==> src/common/sys_ctrl_defines.svh <==
// Instruction, operand, ASID and VPN widths plus fence field encodings
`ifndef SYS_CTRL_DEFINES_SVH
`define SYS_CTRL_DEFINES_SVH

// Datapath widths
`define SC_ILEN 32
`define SC_XLEN 64

// Virtual memory fields
`define SC_ASID_LEN 16
`define SC_VPN_LEN 27
// VPN starts right above the page offset
`define SC_VPN_LSB 12

// Instruction field widths
`define SC_OPCODE_LEN 7
`define SC_FUNCT3_LEN 3
`define SC_FUNCT7_LEN 7

// funct3 under MISC-MEM
`define SC_FUNCT3_FENCE 3'b000
`define SC_FUNCT3_FENCE_I 3'b001
// SFENCE.VMA sits in the PRIV group of SYSTEM
`define SC_FUNCT3_PRIV 3'b000
`define SC_FUNCT7_SFENCE_VMA 7'b0001001

`endif
==> src/common/sys_ctrl_pkg.sv <==
// Package with opcode, fence kind, TLB flush and FSM state enums and the fence request struct
`default_nettype none

`include "sys_ctrl_defines.svh"

package sys_ctrl_pkg;

	// Major opcodes the decoder cares about
	typedef enum logic [`SC_OPCODE_LEN-1:0] {
		MISC_MEM = 7'b0001111,
		SYSTEM   = 7'b1110011
	} opcode_e;

	// Memory-ordering instruction class
	typedef enum logic [1:0] {
		NONE       = 2'd0,
		FENCE      = 2'd1,
		FENCE_I    = 2'd2,
		SFENCE_VMA = 2'd3
	} fence_kind_e;

	// TLB flush scope, shared by L1 and L2 TLB
	typedef enum logic [2:0] {
		NO_FLUSH        = 3'd0,
		FLUSH_ALL       = 3'd1,
		FLUSH_ASID      = 3'd2,
		FLUSH_PAGE      = 3'd3,
		FLUSH_PAGE_ASID = 3'd4
	} tlb_flush_e;

	typedef logic [`SC_ASID_LEN-1:0] asid_t;
	typedef logic [`SC_VPN_LEN-1:0] vpn_t;

	// Decoded fence operation
	typedef struct packed {
		fence_kind_e kind;
		tlb_flush_e  tlb;
		asid_t       asid;
		vpn_t        vpn;
	} fence_op_t;

	// Main control unit states
	typedef enum logic [2:0] {
		RESET,
		OP,
		ISSUE,
		WAIT_SEQ,
		EXCEPT,
		REFETCH
	} cu_state_e;

	// Flush sequencer states
	typedef enum logic [2:0] {
		IDLE,
		SYNC,
		IFLUSH,
		CLR_MSHR,
		TLB,
		DONE
	} seq_state_e;

endpackage

`default_nettype wire

==> src/common/fence_req_if.sv <==
// Fence request interface between main control unit and flush sequencer, with modports
`default_nettype none

interface fence_req_if
	import sys_ctrl_pkg::*;
();

	// Request held until ready
	logic      valid;
	// Sequencer idle
	logic      ready;
	// Operation to run, stable while valid
	fence_op_t op;
	// One-cycle end-of-sequence pulse
	logic      done;

	// Control unit side
	modport cu (
		output valid,
		output op,
		input  ready,
		input  done
	);

	// Sequencer side
	modport seq (
		input  valid,
		input  op,
		output ready,
		output done
	);

endinterface

`default_nettype wire

==> src/logic/sys_ctrl_top.sv <==
// System control top level joining main control unit and flush sequencer
`default_nettype none

`include "sys_ctrl_defines.svh"

module sys_ctrl_top
	import sys_ctrl_pkg::*;
(
	input  logic                clk_i,
	input  logic                rst_n_i,

	// Front end
	input  logic                fe_valid_i,
	input  logic [`SC_ILEN-1:0] fe_ins_i,
	input  logic [`SC_XLEN-1:0] fe_rs1_i,
	input  logic [`SC_XLEN-1:0] fe_rs2_i,
	input  logic                fe_except_i,
	output logic                fe_ready_o,

	// Back end
	input  logic                be_stall_i,
	input  logic                be_flush_i,
	output logic                stall_o,
	output logic                flush_o,

	// Memory side
	input  logic                mem_done_i,
	output logic                mem_synch_l1dc_l2c_o,
	output logic                mem_flush_o,
	output logic                mem_clr_mshr_o,
	output logic                mem_tlb_flush_o,
	output tlb_flush_e          mem_tlb_flush_type_o,
	output asid_t               mem_flush_asid_o,
	output vpn_t                mem_flush_page_o
);

	// Fence request channel
	fence_req_if u_req_if ();

	main_cu u_main_cu (
		.clk_i       (clk_i),
		.rst_n_i     (rst_n_i),
		.fe_valid_i  (fe_valid_i),
		.fe_ins_i    (fe_ins_i),
		.fe_rs1_i    (fe_rs1_i),
		.fe_rs2_i    (fe_rs2_i),
		.fe_except_i (fe_except_i),
		.fe_ready_o  (fe_ready_o),
		.be_stall_i  (be_stall_i),
		.be_flush_i  (be_flush_i),
		.stall_o     (stall_o),
		.flush_o     (flush_o),
		.req         (u_req_if.cu)
	);

	flush_sequencer u_flush_sequencer (
		.clk_i                (clk_i),
		.rst_n_i              (rst_n_i),
		.req                  (u_req_if.seq),
		.mem_done_i           (mem_done_i),
		.mem_synch_l1dc_l2c_o (mem_synch_l1dc_l2c_o),
		.mem_flush_o          (mem_flush_o),
		.mem_clr_mshr_o       (mem_clr_mshr_o),
		.mem_tlb_flush_o      (mem_tlb_flush_o),
		.mem_tlb_flush_type_o (mem_tlb_flush_type_o),
		.mem_flush_asid_o     (mem_flush_asid_o),
		.mem_flush_page_o     (mem_flush_page_o)
	);

endmodule

`default_nettype wire

==> src/logic/flush_sequencer.sv <==
// Flush sequencer FSM stepping through the memory-maintenance commands of one fence request
`default_nettype none

module flush_sequencer
	import sys_ctrl_pkg::*;
(
	input  logic       clk_i,
	input  logic       rst_n_i,

	// Request from control unit
	fence_req_if.seq   req,

	// Memory side
	input  logic       mem_done_i,
	output logic       mem_synch_l1dc_l2c_o,
	output logic       mem_flush_o,
	output logic       mem_clr_mshr_o,
	output logic       mem_tlb_flush_o,
	output tlb_flush_e mem_tlb_flush_type_o,
	output asid_t      mem_flush_asid_o,
	output vpn_t       mem_flush_page_o
);

	seq_state_e state_q;
	seq_state_e state_d;
	fence_op_t  op_q;
	logic       req_take;

	// Only accept while idle
	assign req.ready = (state_q == IDLE);
	assign req_take  = req.valid && req.ready;
	assign req.done  = (state_q == DONE);

	always_ff @(posedge clk_i or negedge rst_n_i) begin
		if (!rst_n_i) begin
			state_q <= IDLE;
		end else begin
			state_q <= state_d;
		end
	end

	// Latch request on acceptance
	always_ff @(posedge clk_i) begin
		if (req_take) begin
			op_q <= req.op;
		end
	end

	always_comb begin
		state_d = state_q;
		case (state_q)
			IDLE: begin
				if (req_take) begin
					case (req.op.kind)
						FENCE, FENCE_I: state_d = SYNC;
						SFENCE_VMA:     state_d = CLR_MSHR;
						// Nothing to do, just report done
						default:        state_d = DONE;
					endcase
				end
			end
			SYNC: begin
				if (mem_done_i) begin
					state_d = (op_q.kind == FENCE_I) ? IFLUSH : DONE;
				end
			end
			IFLUSH: begin
				if (mem_done_i) begin
					state_d = DONE;
				end
			end
			// MSHR clear needs no done
			CLR_MSHR: begin
				state_d = TLB;
			end
			TLB: begin
				if (mem_done_i) begin
					state_d = DONE;
				end
			end
			DONE: begin
				state_d = IDLE;
			end
			default: begin
				state_d = IDLE;
			end
		endcase
	end

	// Commands registered from next state, one at a time
	always_ff @(posedge clk_i or negedge rst_n_i) begin
		if (!rst_n_i) begin
			mem_synch_l1dc_l2c_o <= 1'b0;
			mem_flush_o          <= 1'b0;
			mem_clr_mshr_o       <= 1'b0;
			mem_tlb_flush_o      <= 1'b0;
			mem_tlb_flush_type_o <= NO_FLUSH;
			mem_flush_asid_o     <= '0;
			mem_flush_page_o     <= '0;
		end else begin
			mem_synch_l1dc_l2c_o <= (state_d == SYNC);
			mem_flush_o          <= (state_d == IFLUSH);
			mem_clr_mshr_o       <= (state_d == CLR_MSHR);
			mem_tlb_flush_o      <= (state_d == TLB);
			// TLB qualifiers only valid alongside the flush
			if (state_d == TLB) begin
				mem_tlb_flush_type_o <= op_q.tlb;
				mem_flush_asid_o     <= op_q.asid;
				mem_flush_page_o     <= op_q.vpn;
			end else begin
				mem_tlb_flush_type_o <= NO_FLUSH;
				mem_flush_asid_o     <= '0;
				mem_flush_page_o     <= '0;
			end
		end
	end

endmodule

`default_nettype wire

==> src/main_cu/main_cu.sv <==
// Main control unit FSM for front-end handshake, stall, flush and fence request issue
`default_nettype none

`include "sys_ctrl_defines.svh"

module main_cu
	import sys_ctrl_pkg::*;
(
	input  logic                clk_i,
	input  logic                rst_n_i,

	// Front end
	input  logic                fe_valid_i,
	input  logic [`SC_ILEN-1:0] fe_ins_i,
	input  logic [`SC_XLEN-1:0] fe_rs1_i,
	input  logic [`SC_XLEN-1:0] fe_rs2_i,
	input  logic                fe_except_i,
	output logic                fe_ready_o,

	// Back end
	input  logic                be_stall_i,
	input  logic                be_flush_i,

	// Pipeline control
	output logic                stall_o,
	output logic                flush_o,

	// Request to sequencer
	fence_req_if.cu             req
);

	cu_state_e state_q;
	cu_state_e state_d;
	fence_op_t dec_op;
	fence_op_t op_q;
	logic      fe_take;
	logic      fence_take;
	logic      cu_flush;

	// Decode the head instruction
	fence_decoder u_fence_decoder (
		.ins_i (fe_ins_i),
		.rs1_i (fe_rs1_i),
		.rs2_i (fe_rs2_i),
		.op_o  (dec_op)
	);

	// Front-end handshake
	assign fe_take = fe_valid_i && fe_ready_o;

	// Exception wins over decode
	assign fence_take = fe_take && !fe_except_i && (dec_op.kind != NONE);

	always_ff @(posedge clk_i or negedge rst_n_i) begin
		if (!rst_n_i) begin
			state_q <= RESET;
		end else begin
			state_q <= state_d;
		end
	end

	always_comb begin
		state_d = state_q;
		case (state_q)
			RESET: begin
				state_d = OP;
			end
			OP: begin
				if (fe_take && fe_except_i) begin
					state_d = EXCEPT;
				end else if (fence_take) begin
					state_d = ISSUE;
				end
			end
			ISSUE: begin
				// Hold valid until sequencer takes it
				if (req.ready) begin
					state_d = WAIT_SEQ;
				end
			end
			WAIT_SEQ: begin
				if (req.done) begin
					state_d = REFETCH;
				end
			end
			// Single flush cycle, then back to normal
			EXCEPT, REFETCH: begin
				state_d = OP;
			end
			default: begin
				state_d = RESET;
			end
		endcase
	end

	// Operation capture on fence acceptance
	always_ff @(posedge clk_i) begin
		if (fence_take) begin
			op_q <= dec_op;
		end
	end

	// Outputs decoded from state
	always_comb begin
		fe_ready_o = 1'b0;
		stall_o    = 1'b0;
		cu_flush   = 1'b0;
		req.valid  = 1'b0;
		case (state_q)
			OP: begin
				fe_ready_o = !be_stall_i;
			end
			ISSUE: begin
				stall_o   = 1'b1;
				req.valid = 1'b1;
			end
			WAIT_SEQ: begin
				stall_o = 1'b1;
			end
			EXCEPT, REFETCH: begin
				cu_flush = 1'b1;
			end
			default: begin
			end
		endcase
	end

	assign req.op = op_q;

	// Back-end flush passes straight through
	assign flush_o = cu_flush | be_flush_i;

endmodule

`default_nettype wire

==> src/main_cu/fence_decoder.sv <==
// Combinational decoder from instruction and operands to a fence operation
`default_nettype none

`include "sys_ctrl_defines.svh"

module fence_decoder
	import sys_ctrl_pkg::*;
(
	input  logic [`SC_ILEN-1:0] ins_i,
	input  logic [`SC_XLEN-1:0] rs1_i,
	input  logic [`SC_XLEN-1:0] rs2_i,
	output fence_op_t           op_o
);

	opcode_e                  opcode;
	logic [`SC_FUNCT3_LEN-1:0] funct3;
	logic [`SC_FUNCT7_LEN-1:0] funct7;
	logic                     rs1_is_x0;
	logic                     rs2_is_x0;

	// Standard R/I field positions
	assign opcode = opcode_e'(ins_i[`SC_OPCODE_LEN-1:0]);
	assign funct3 = ins_i[14:12];
	assign funct7 = ins_i[31:25];

	// Register index fields, not the values
	assign rs1_is_x0 = (ins_i[19:15] == 5'd0);
	assign rs2_is_x0 = (ins_i[24:20] == 5'd0);

	always_comb begin
		// Default is no fence
		op_o.kind = NONE;
		op_o.tlb  = NO_FLUSH;
		op_o.asid = '0;
		op_o.vpn  = '0;

		if (opcode == MISC_MEM && funct3 == `SC_FUNCT3_FENCE) begin
			op_o.kind = FENCE;
		end else if (opcode == MISC_MEM && funct3 == `SC_FUNCT3_FENCE_I) begin
			op_o.kind = FENCE_I;
		end else if (opcode == SYSTEM && funct3 == `SC_FUNCT3_PRIV &&
				funct7 == `SC_FUNCT7_SFENCE_VMA) begin
			op_o.kind = SFENCE_VMA;
			// Flush scope from which operands are named
			if (rs1_is_x0 && rs2_is_x0) begin
				op_o.tlb = FLUSH_ALL;
			end else if (rs1_is_x0) begin
				op_o.tlb = FLUSH_ASID;
			end else if (rs2_is_x0) begin
				op_o.tlb = FLUSH_PAGE;
			end else begin
				op_o.tlb = FLUSH_PAGE_ASID;
			end
			// ASID only when rs2 names a register
			if (!rs2_is_x0) begin
				op_o.asid = rs2_i[`SC_ASID_LEN-1:0];
			end
			// Page number only when rs1 names a register
			if (!rs1_is_x0) begin
				op_o.vpn = rs1_i[`SC_VPN_LSB +: `SC_VPN_LEN];
			end
		end
	end

endmodule

`default_nettype wire

==> config.mk <==
export PLATFORM = sky130hd
export DESIGN_NAME = sys_ctrl_top
export DESIGN_NICKNAME = d
export VERILOG_FILES = /design/src/common/sys_ctrl_pkg.sv /design/src/common/fence_req_if.sv /design/src/logic/sys_ctrl_top.sv /design/src/logic/flush_sequencer.sv /design/src/main_cu/main_cu.sv /design/src/main_cu/fence_decoder.sv
export VERILOG_INCLUDE_DIRS = /design/src /design/src/common
export SDC_FILE = /design/constraint.sdc
export NUM_CORES = 1
export LEC_CHECK = 0
export BUFFER_PORTS_ARGS = -buffer_cell sky130_fd_sc_hd__buf_2
export CORE_MARGIN = 2
export CORE_UTILIZATION = 43
export DETAILED_ROUTE_END_ITERATION = 10
export GPL_TIMING_DRIVEN = 1
export HOLD_SLACK_MARGIN = 0.03
export PLACE_DENSITY_LB_ADDON = 0.12
export SLEW_MARGIN = 20
export SYNTH_ARGS = -nofsm -noshare
export SYNTH_HDL_FRONTEND = slang
export SYNTH_HIERARCHICAL = 1
export SYNTH_SLANG_ARGS = --single-unit
==> constraint.sdc <==
create_clock -name clk_i -period 3.4 [get_ports clk_i]
set_input_delay 0.68 -clock clk_i [delete_from_list [all_inputs] [get_ports clk_i]]
set_output_delay 0.68 -clock clk_i [all_outputs]
set_load 0.05 [all_outputs]
Yosys cells after proc, flatten, opt, wreduce, memory -nomap -nowiden
Index checks and enable logic that the tools add are counted.
W data, S select, Z words.
{"block": "word_totals", "inputBits": 167, "ff_bits": 152, "output_inout_bits": 53, "word_cells": 101}
{"block": "op_classes", "mux": 26, "n_bitwise": 2, "n_reduce_logical": 29, "eq_ne": 25}
{"op": "$mux W27", "n": 2}
{"op": "$mux W48", "n": 1}
{"op": "$mux W3", "n": 12}
{"op": "$mux W16", "n": 2}
{"op": "$pmux W3 S4", "n": 2}
{"op": "$eq A3 B2 Y1 const B", "n": 6}
{"op": "$eq A3 B3 Y1 const B", "n": 5}
{"op": "$eq A7 B4 Y1 const B", "n": 2}
{"op": "$eq A3 B1 Y1 const B", "n": 4}
{"op": "$reduce_or A4 Y1", "n": 3}
{"op": "$logic_and A1 B1 Y1", "n": 10}
{"op": "$logic_not A5 Y1", "n": 2}
{"op": "$logic_not A3 Y1", "n": 3}
{"op": "$reduce_or A2 Y1", "n": 4}
{"op": "$eq A7 B7 Y1 const B", "n": 1}
{"op": "$eq A2 B2 Y1 const B", "n": 3}
{"op": "$pmux W3 S2", "n": 1}
{"op": "$reduce_or A3 Y1", "n": 2}
{"op": "$reduce_or A5 Y1", "n": 1}
{"op": "$mux W1", "n": 4}
{"op": "$mux W2", "n": 2}
{"op": "$ne A2 B1 Y1 const B", "n": 2}
{"op": "$ne A3 B1 Y1 const B", "n": 1}
{"op": "$reduce_and A3 Y1", "n": 1}
{"op": "5 further kinds", "n": 6}

Longest topological paths before layout
Gate-level depths: netlist of run 1.
{"block": "depth", "word_depth": 12, "depth_mapped": 8, "depth_no_buf": 7}

Modules after synthesis
Netlist of run 1, hierarchy kept.
{"mod": "flush_sequencer", "area_each_um2": 3385.7, "cells_per_inst": 183, "seq_area_each_um2": 2767.7, "instances": 1}
{"mod": "main_cu", "area_each_um2": 1645.3, "cells_per_inst": 73, "seq_area_each_um2": 1516.5, "instances": 1}
{"mod": "fence_decoder", "area_each_um2": 525.5, "cells_per_inst": 79, "seq_area_each_um2": 0.0, "instances": 1}

Least setup slack after synthesis of run 1
Ideal clock, no wire load.
{"block": "synth_path", "kind": "input-to-reg", "startpoint": "input fe_ins_i[26]", "endpoint": "register u_main_cu.op_q (netlist bit u_main_cu/req.op[0]) (enable)", "slack_ps": -656, "n_path_buf": 1, "setup_time_ps": 445, "required_ps": 2955, "arrival_time_ps": 3611, "path_stages": 7, "cell_sequence": "nor4bb_1 -> nand3_1 -> nor3_2 -> clkbuf_2 -> a31o_2 -> o21ai_0 -> nor3_2"}
{"item": "from (decl)", "line": "sys_ctrl_top.sv:14", "text": "input logic [`SC_ILEN-1:0] fe_ins_i,"}
{"item": "to (signal assigned)", "line": "main_cu.sv:99", "text": "op_q <= dec_op;"}
{"item": "to (decl)", "line": "main_cu.sv:35", "text": "fence_op_t op_q;"}

Final worst setup path of run 1
{"block": "layout_path", "startpoint": "register u_main_cu.state_q[1]", "endpoint": "output fe_ready_o"}
{"block": "layout_between", "elab_chain_len": 2}
{"item": "from (decl)", "line": "main_cu.sv:32", "text": "cu_state_e state_q;"}
{"item": "from (signal assigned)", "line": "main_cu.sv:58", "text": "state_q <= state_d;"}
{"item": "$eq A3 B1 Y1", "line": "main_cu.sv:109", "text": "case (state_q)"}
{"item": "$mux W1", "line": "main_cu.sv:109"}
{"item": "to (decl)", "line": "sys_ctrl_top.sv:18", "text": "output logic fe_ready_o,"}
No other way between the ends.

==> results of run 1 <==
-- cell usage in the layout, fill, tap and decap left out, drive strengths merged, types with 2 or more instances in the layout --
cell type	instances
buf	137
edfxtp	96
dfrtp	56
nor3b	48
and3	44
clkbuf	24
nor3	10
nor2	9
inv	7
nand2	6
nand3	4
and2	4
ha	3
clkinv	3
bufinv	2
clkinvlp	2
nand2b	2
a31o	2
o21ai	2
a21o	2
a21oi	2
or3b	2
-- stage by stage --
| stage | total power [mW] | util (%) |
|---|---|---|
| after floorplan | 3.40 | - |
| after detailed placement | 3.79 | 50.7 |
| after global routing | 5.97 | 55.9 |
| after CTS | 5.81 | 55.9 |
| final | 5.74 | 55.9 |
| after global placement | 3.78 | 50.7 |
-- layer usage --
| layer | vias up | GRT usage [%] | wire length (um) | part of all wire, % |
|---|---|---|---|---|
| met3 | 21 | 4.70 | 519 | 5.1 |
| met2 | 100 | 24.8 | 4920 | 48 |
| li1 | 1511 | - | - | - |
| met4 | 0 | 8.51 | 279 | 2.8 |
| met5 | - | 0 | 0 | 0 |
| met1 | 1545 | 18.5 | 4430 | 44 |
-- synthesized netlist by cell type (5+ instances only) --
| library cell | number |
|---|---|
| nor3b_1 | 38 |
| and3_1 | 36 |
| buf_2 | 9 |
| nor3b_2 | 10 |
| edfxtp_1 | 96 |
| clkbuf_1 | 5 |
| nor3_1 | 8 |
| nand2_1 | 6 |
| inv_1 | 5 |
| and3_2 | 8 |
| nor2_1 | 9 |
| dfrtp_1 | 56 |
-- report_power, final --
| part | leakage [nW] | switching [mW] | internal (mW) |
|---|---|---|---|
| clock | 0.319 | 0.707 | 1.29 |
| sequential | 1.63 | 0.0785 | 2.16 |
| combinational | 1.19 | 1.12 | 0.380 |
-- state kept, by name, summed over array words and instances, names as in the netlist --
name and count:
u_flush_sequencer/mem_clr_mshr_o 1, u_flush_sequencer/mem_flush_asid_o 16, u_flush_sequencer/mem_flush_o 1, u_flush_sequencer/mem_flush_page_o 27, u_flush_sequencer/mem_synch_l1dc_l2c_o 1, u_flush_sequencer/mem_tlb_flush_o 1
u_flush_sequencer/mem_tlb_flush_type_o 3, u_flush_sequencer/op_q 48, u_flush_sequencer/state_q 3, u_main_cu/req.op 48, u_main_cu/state_q 3
-- cells by family after synthesis --
group                      count (synthesis)  synth area share (%)
DFF                                      152                  77.1
and+or+nand+nor                          137                  17.2
buffers and inverters                     26                  2.68
AOI/OAI and AO/OA                         16                  2.14
adders and majority gates                  3                 0.676
xor gates and xnor gates                   1                 0.158
-- critical path: stages, from the launching register on --
cell and delay [ns]:
dfrtp_1 0.43, or3b_4 0.45, nor2_1 0.09, buf_2 0.26
-- worst paths after layout --
path,slack [ns],endpoint,startpoint
max in group asynchronous,2.28,u_flush_sequencer/mem_flush_page_o[5]$_DFF_PN0_,rst_n_i
max,1.07,fe_ready_o,u_main_cu/state_q[1]$_DFFE_PN0P_
min reg2reg,0.42,u_flush_sequencer/op_q[2]$_DFFE_PP_,u_main_cu/req.op[2]$_DFFE_PP_
min in group clk_i,0.42,u_flush_sequencer/op_q[2]$_DFFE_PP_,u_main_cu/req.op[2]$_DFFE_PP_
min,0.30,u_flush_sequencer/mem_synch_l1dc_l2c_o$_DFF_PN0_,rst_n_i
max reg2reg,1.09,u_flush_sequencer/mem_synch_l1dc_l2c_o$_DFF_PN0_,u_flush_sequencer/state_q[2]$_DFF_PN0_
-- area by class of cell --
class,instances,area (um^2)
repair buffers,137,731
well taps,172,215
fillers,1073,5570
clock inverters,8,100
flip-flops and latches,152,4280
multi-input cells,157,1140
clock buffers,24,557
inverters,6,22.5
==> run metrics, run 1 <==
postcts setup bufs 0; Core Footprint 0.0126 mm^2; diode count 0; Setup-failing EPs final 0; I/O pin count 220; setup slack after layout 1.07 ns; crit path time final between 2 and 2.5 ns; synth warn 6; CTS Hold Bufs 0; Worst Hold Class input port to async pin; CTS tree done; Detailed Place HPWL roughly 6400 um; Seq/Total Area, Yosys 77.1%; worst hold slack 0.304 ns; Synth area leaders edfxtp_1 (52%), dfrtp_1 (25%), nor3b_1 (5.1%), and3_1 (4.1%), nor3b_2 (2.3%); CTS Root Cell clkbuf_16; Port Buf Inserts approximately 130; vias in the first global route about 3.2k; max_cap viols 0; initial core utilization ~44%; Tcrit/Tclk final between 60% and 70%; Final Max Tran Viols 0; CTS clk-pin slew, worst paths 0.06 ns; wire length per cell around 15 um; gp weighted congestion approximately 0.74; final WL ~10000 um; unrepaired setup endpoints after global routing false; r2r worst-path depth 5; Worst Path Required 2.72 ns; Crit Path Max Fanout 6; area growth from synthesis to layout 26.9%; gr usage total 15.4%; critical path endpoint category primary output; # H-tree levels 4; Final Hold Viols 0; 1st-iter DRT viols roughly 120; post-route insts no fill ~660; CTS resizes 0; worst slack at placement ~0.8 ns; Post-Syn Area 0.00556 mm^2; DIE WIDTH 118 um; largest net degree at the start of global routing a little under 50; clk sinks around 150; post-synthesis cell type count 44; grt total ovfl 0; Bufs on Longest Clock Path 2; chip height 118 um; PD cells slightly above 800 mW/mm^2; vias 3177; row count 41; design area around 0.0070 mm^2; post-route ant nets 0; setup TNS 0 ns; first-pass GRT wire length approximately 16000 um; First-pass DRT Iterations 4; largest area contributor in the netlist edfxtp_1; syn_nets 505; Startpoint Class flop; Slew headroom between 50% and 60%; post-synthesis async set-or-reset flop share a little under two fifths; CP arrival 1.65 ns; # DRC 0; maximum clock rate between 400 and 500 MHz; slew at the pin with the worst max-slew slack between 0.6 and 0.7 ns; register bit count reported by yosys approximately 150; Synth Instances around 340; Synth top area share ~52%; vias per std cell about 4.8; placed cells between 600 and 700; Worst Skew 0.00613 ns; post-place instance area ~0.0064 mm^2; critical path type flop to primary output; Post-synth EDFFs 96; initial antenna violation count 0; Die Area ~0.014 mm^2; fin nets about 640; share of layout cells above drive strength 1 roughly two fifths; Syn Area/Cell roughly 17 um^2; Inserted Clock Buffers 17; Top FF cell, synth edfxtp_1; outcome completed; Leakage about 3.1 nW; maximum VDD drop 0.433 mV; clk_lat worst skew approximately 0.42 ns
Power figures use the tool's default switching activity.
==> run 2, diff against run 1 <==
- CORE_UTILIZATION: 43 -> 48
- clock period: 3.4 -> 2.2 ns (I/O delays scaled with it)
==> run metrics, run 2 (same netlist as run 1, synthesis figures left out) <==
CTS Root Cell clkbuf_16; Tcrit/Tclk final 94.8%; Sw Ratio about a third; max_cap viols 0; combinational share of power between 20% and 30%; vias per std cell approximately 5.0; gr usage total between 10% and 20%; Inserted Clock Buffers 17; post-route ant nets 0; Core Footprint ~0.011 mm^2; FF-to-FF setup slack roughly 0.26 ns; CTS clk-pin slew, worst paths around 0.060 ns; DIE WIDTH between 100 and 150 um; Hold Crit Start mem_done_i; Final Hold Viols 0; vias in the first global route 3214; grt total ovfl 0; internal power 5.60 mW; # DRC 0; critical path type flop to primary output; CTS tree done; wire length per cell 15.1 um; Clk pwr share 31.7%; post-layout util about three fifths; WHS Path Cells 2; I/O pin count 220; commonest non-fill, non-tap cell in the layout buf_2; initial antenna violation count 2; share of layout cells above drive strength 1 41.0%; maximum clock rate between 400 and 500 MHz; Crit Path Max Fanout 6; maximum VDD drop about 0.78 mV; CTS resizes 0; Detailed Place HPWL 6290 um; largest net degree at the start of global routing 50; Setup-failing EPs final 0; Slew headroom between 70% and 80%; initial core utilization 48.9%; # H-tree levels 4; Die Area 0.0125 mm^2; chip height roughly 110 um; first-pass GRT wire length around 16000 um; slew at the pin with the worst max-slew slack ~0.42 ns; Worst Hold Endpoint u_flush_sequencer/mem_flush_o$_DFF_PN0_; outcome completed; Worst Hold Class input port to flop; PD cells 1210 mW/mm^2; CP arrival about 1.7 ns; # fillers about 890; First-pass DRT Iterations 4; sequential fraction of design power 40.9%; Port Buf Inserts approximately 130; fin nets 647; clk sinks 152; Startpoint Class flop; row count 39; vias around 3.2k; final WL roughly 9600 um; unrepaired setup endpoints after global routing false; sw power around 2.9 mW; commonest non-fill, non-tap cells in the layout buf_2 (129), edfxtp_1 (96), dfrtp_1 (56), nor3b_1 (38), and3_1 (36); clk_lat worst skew around 0.41 ns; area growth from synthesis to layout 26.1%; critical path endpoint category primary output; Worst R2R End u_flush_sequencer/mem_tlb_flush_type_o[2]$_DFF_PN0_; Worst Skew about 0.0057 ns; Leakage 3.14 nW; gp weighted congestion approximately 0.76; crit path time final 2.09 ns; 1st-iter DRT viols around 140; Final Max Tran Viols 0; setup TNS 0 ns; r2r worst-path depth 7; Reg2Reg Launch Point u_main_cu/state_q[1]$_DFFE_PN0P_; Worst Path Required about 1.8 ns; Bufs on Longest Clock Path 2
## run 2: changes by cell type in the layout (fill, tap and decap cells not counted), sizes merged
cell and change:
buf +5, clkinv +5, clkbuf -2, bufinv -1, clkinvlp -1, diode +1, dlygate4sd3 +1, inv -1
## run 2: layer usage
metal  up-vias  track usage, %  routed length (um)
li1       1522               -                   -
met1      1504            20.2                4000
met2       107            27.3                4740
met3        18            5.99                 654
met4         2            6.83                 176
met5         -               0                   8
## run 2: repair_timing
action	in CTS	in global routing
hold buffers	1	0
setup buffers	0	0
hold endpoints to repair	16	0
## run 2: final cells by class
cell class / count / area [um^2] / share of cell area (%)
flip-flops and latches: 152 / 4280 / 61.2
inverters: 6 / 22.5 / 0.322
repair buffers: 143 / 803 / 11.5
clock buffers: 22 / 484 / 6.91
clock inverters: 10 / 75.1 / 1.07
multi-input cells: 157 / 1150 / 16.5
diodes: 1 / 2.50 / 0.0357
well taps: 143 / 179 / 2.55
## run 2: worst max-delay path, cell delays in order, from the launching register on
cell,delay [ns]
dfrtp_1,0.44
or3b_4,0.45
nor2_1,0.09
buf_2,0.26
## run 2: power by group through the flow
stage	registers, mW	clock network, mW	logic (mW)
3_5_place_dp	3.51	0	2.35
6_report	3.47	2.69	2.33
4_1_cts	3.47	2.74	2.36
5_1_grt	3.50	2.87	2.48
3_3_place_gp	3.51	0	2.31
2_1_floorplan	4.53	0	0.722
## run 2: worst max-delay path by stage
stage,startpoint,endpoint,slack [ns],depth (start not counted)
after global routing,u_main_cu/state_q[1]$_DFFE_PN0P_,fe_ready_o,0.02,3
after CTS,u_main_cu/state_q[1]$_DFFE_PN0P_,fe_ready_o,0.09,3
after global placement,fe_ins_i[26],u_main_cu/req.op[27]$_DFFE_PP_,-0.06,8
after floorplan,fe_ins_i[26],u_main_cu/req.op[0]$_DFFE_PP_,-0.86,7
final,u_main_cu/state_q[1]$_DFFE_PN0P_,fe_ready_o,0.11,3
after detailed placement,fe_ins_i[26],u_main_cu/req.op[28]$_DFFE_PP_,-0.07,8
## run 2: through the flow
step | instances | area, um^2 | hold WS [ns] | setup slack, ns | power (mW)
6_report | 634 | 7000 | 0.311 | 0.115 | 8.48
2_1_floorplan | 335 | 5580 | 0.144 | -0.856 | 5.25
3_3_place_gp | 600 | 6430 | 0.400 | -0.0647 | 5.82
4_1_cts | 633 | 7000 | 0.293 | 0.0927 | 8.57
5_1_grt | 633 | 7000 | 0.310 | 0.0176 | 8.85
3_5_place_dp | 600 | 6430 | 0.405 | -0.0724 | 5.87
==> run 3, diff against run 2 <==
- CORE_UTILIZATION: 48 -> 43
- clock period: 2.2 -> 1.8 ns (I/O delays scaled with it)
==> run metrics, run 3 (same netlist as run 1, synthesis figures left out) <==
outcome finished with violations; failing checks negative setup slack; Port Buf Inserts around 130; CP startpoint u_main_cu/state_q[2]$_DFFE_PN0P_; diode count 0; # H-tree levels 4; worst slack at placement -0.413 ns; vias roughly 3.3k; initial antenna violation count 0; FF-to-FF setup slack 0 ns; CTS Root Cell clkbuf_16; Tcrit/Tclk final 101%; Die Area 0.0138 mm^2; Worst Hold Class input port to flop; M1 GR Usage between 10% and 20%; Worst Skew between 0.005 and 0.006 ns; grt total ovfl 0; clk_lat worst skew 0.41 ns; post-route ant nets 0; Detailed Place HPWL 6260 um; design area ~0.0075 mm^2; unrepaired setup endpoints after global routing true; vias per std cell roughly 4.8; slew at the pin with the worst max-slew slack 0.361 ns; WHS Path Cells 2; Sw Ratio roughly 33%; clk sinks ~150; Final Hold Viols 0; combinational share of power between 20% and 30%; GR Util met3 4.65%; Startpoint Class flop; Worst path slowest cell dfrtp_2; gr usage total between 10% and 20%; maximum clock rate around 550 MHz; commonest non-fill, non-tap cell in the layout buf_2; Reg2Reg Launch Point u_main_cu/state_q[2]$_DFFE_PN0P_; CTS tree done; area growth from synthesis to layout 35.7%; Clk pwr share between 30% and 40%; fin nets between 600 and 700; initial core utilization between 40 and 50%; Worst Hold Endpoint u_main_cu/req.op[41]$_DFFE_PP_; Core Footprint roughly 0.013 mm^2; Worst path max stage delay between 0.4 and 0.5 ns; setup slack after layout -0.0227 ns; crit path time final about 1.8 ns; PD cells around 1500 mW/mm^2; CTS clk-pin slew, worst paths around 0.06 ns; post-place instance area approximately 0.0065 mm^2; Leakage approximately 3.4 nW; wire length per cell between 15 and 20 um; critical path endpoint category primary output; Hold Crit Start fe_rs2_i[14]; First-pass DRT Iterations 5; Setup-failing EPs final 1; Pwr Total 11.3 mW; Final Max Tran Viols 0; chip height between 100 and 150 um; 1st-iter DRT viols 207; WP buf/inv 1; CP arrival approximately 1.5 ns; final WL ~11000 um; gp weighted congestion 0.811; maximum VDD drop roughly 0.68 mV; CP Cell Sequence or3b_4 > nor2_4 > buf_8; first-pass GRT wire length around 16000 um; # DRC 0; DIE WIDTH between 100 and 150 um; cell family with most CP delay simple AND/OR/NAND/NOR gates; Slew headroom between 70% and 80%; Worst Path Required between 1 and 1.5 ns; sequential fraction of design power 37.5%; setup TNS -0.0227 ns; Worst R2R End u_main_cu/req.op[30]$_DFFE_PP_; critical path type flop to primary output; vias in the first global route 3229; max_cap viols 0; largest net degree at the start of global routing 57; I/O pin count 220; met2 Usage GRT 24.5%; Bufs on Longest Clock Path 2; sw power between 3 and 4 mW; internal power about 7.5 mW; row count between 40 and 50; Crit Path Max Fanout 2; r2r worst-path depth 5; most used routing layer met2; commonest non-fill, non-tap cells in the layout buf_2 (127), edfxtp_1 (96), dfrtp_1 (55), and3_1 (36), nor3b_2 (33); share of layout cells above drive strength 1 around 49%; Inserted Clock Buffers 17
## run 3: changes by cell type in the layout (fill, tap and decap cells not counted), moves of 4 or more
cell	before	now
clkinv_2	6	2
buf_4	9	16
nor3b_2	10	33
clkbuf_16	17	23
nor3b_1	38	14
## run 3: power groups by stage
stage	clock network [mW]	registers [mW]	logic [mW]
floorplan	0	5.53	0.917
global placement	0	4.30	2.87
detailed placement	0	4.29	2.90
CTS	3.76	4.23	2.93
global route	3.92	4.27	3.55
finish	3.68	4.23	3.37
## run 3: cell type report
cell class | instances | area, um^2
fillers | 1011 | 5080
repair buffers | 159 | 1040
inverters | 6 | 22.5
well taps | 172 | 215
flip-flops and latches | 152 | 4290
multi-input cells | 157 | 1340
clock inverters | 5 | 78.8
clock buffers | 27 | 557
## run 3: worst max-delay path by stage
| stage | endpoint | slack (ns) | cells after the start |
|---|---|---|---|
| 5_1_grt | fe_ready_o | -0.08 | 3 |
| 3_3_place_gp | u_main_cu/req.op[34]$_DFFE_PP_ | -0.41 | 8 |
| 3_5_place_dp | u_main_cu/req.op[34]$_DFFE_PP_ | -0.41 | 8 |
| 2_1_floorplan | u_main_cu/req.op[0]$_DFFE_PP_ | -1.18 | 7 |
| 4_1_cts | fe_ready_o | -0.06 | 3 |
| 6_report | fe_ready_o | -0.02 | 3 |
## run 3: stage by stage
step                      hold WS (ns)  utilization [%]  instances
after floorplan                 0.0644                -        335
after global placement           0.382             51.7        633
after detailed placement         0.388             51.7        633
after CTS                        0.218             57.2        670
after global routing             0.240             59.8        678
final                            0.245             59.8        678
## run 3: per-layer routing
layer  up-vias  part of all wire, %  wire (um)
met5         -                    0          0
met4         0                  1.9        203
met3        19                  5.1        550
met2       100                   49       5280
met1      1596                   44       4730
li1       1554                    -          -
## run 3: worst register-to-register path, delay by kind of cell (launching register included)
family / cells / cell delay, ns
and+or+nand+nor: 2 / 0.61
DFF: 1 / 0.41
buffers and inverters: 3 / 0.48
## run 3: what timing repair did
item | in CTS | in global routing
gates resized for setup | 6 | 39
endpoints found under the hold margin | 56 | 0
setup endpoints to repair | 1 | 93
hold buffers | 1 | 0
setup buffers | 4 | 2
cloned | 0 | 6
pin swaps | 1 | 6
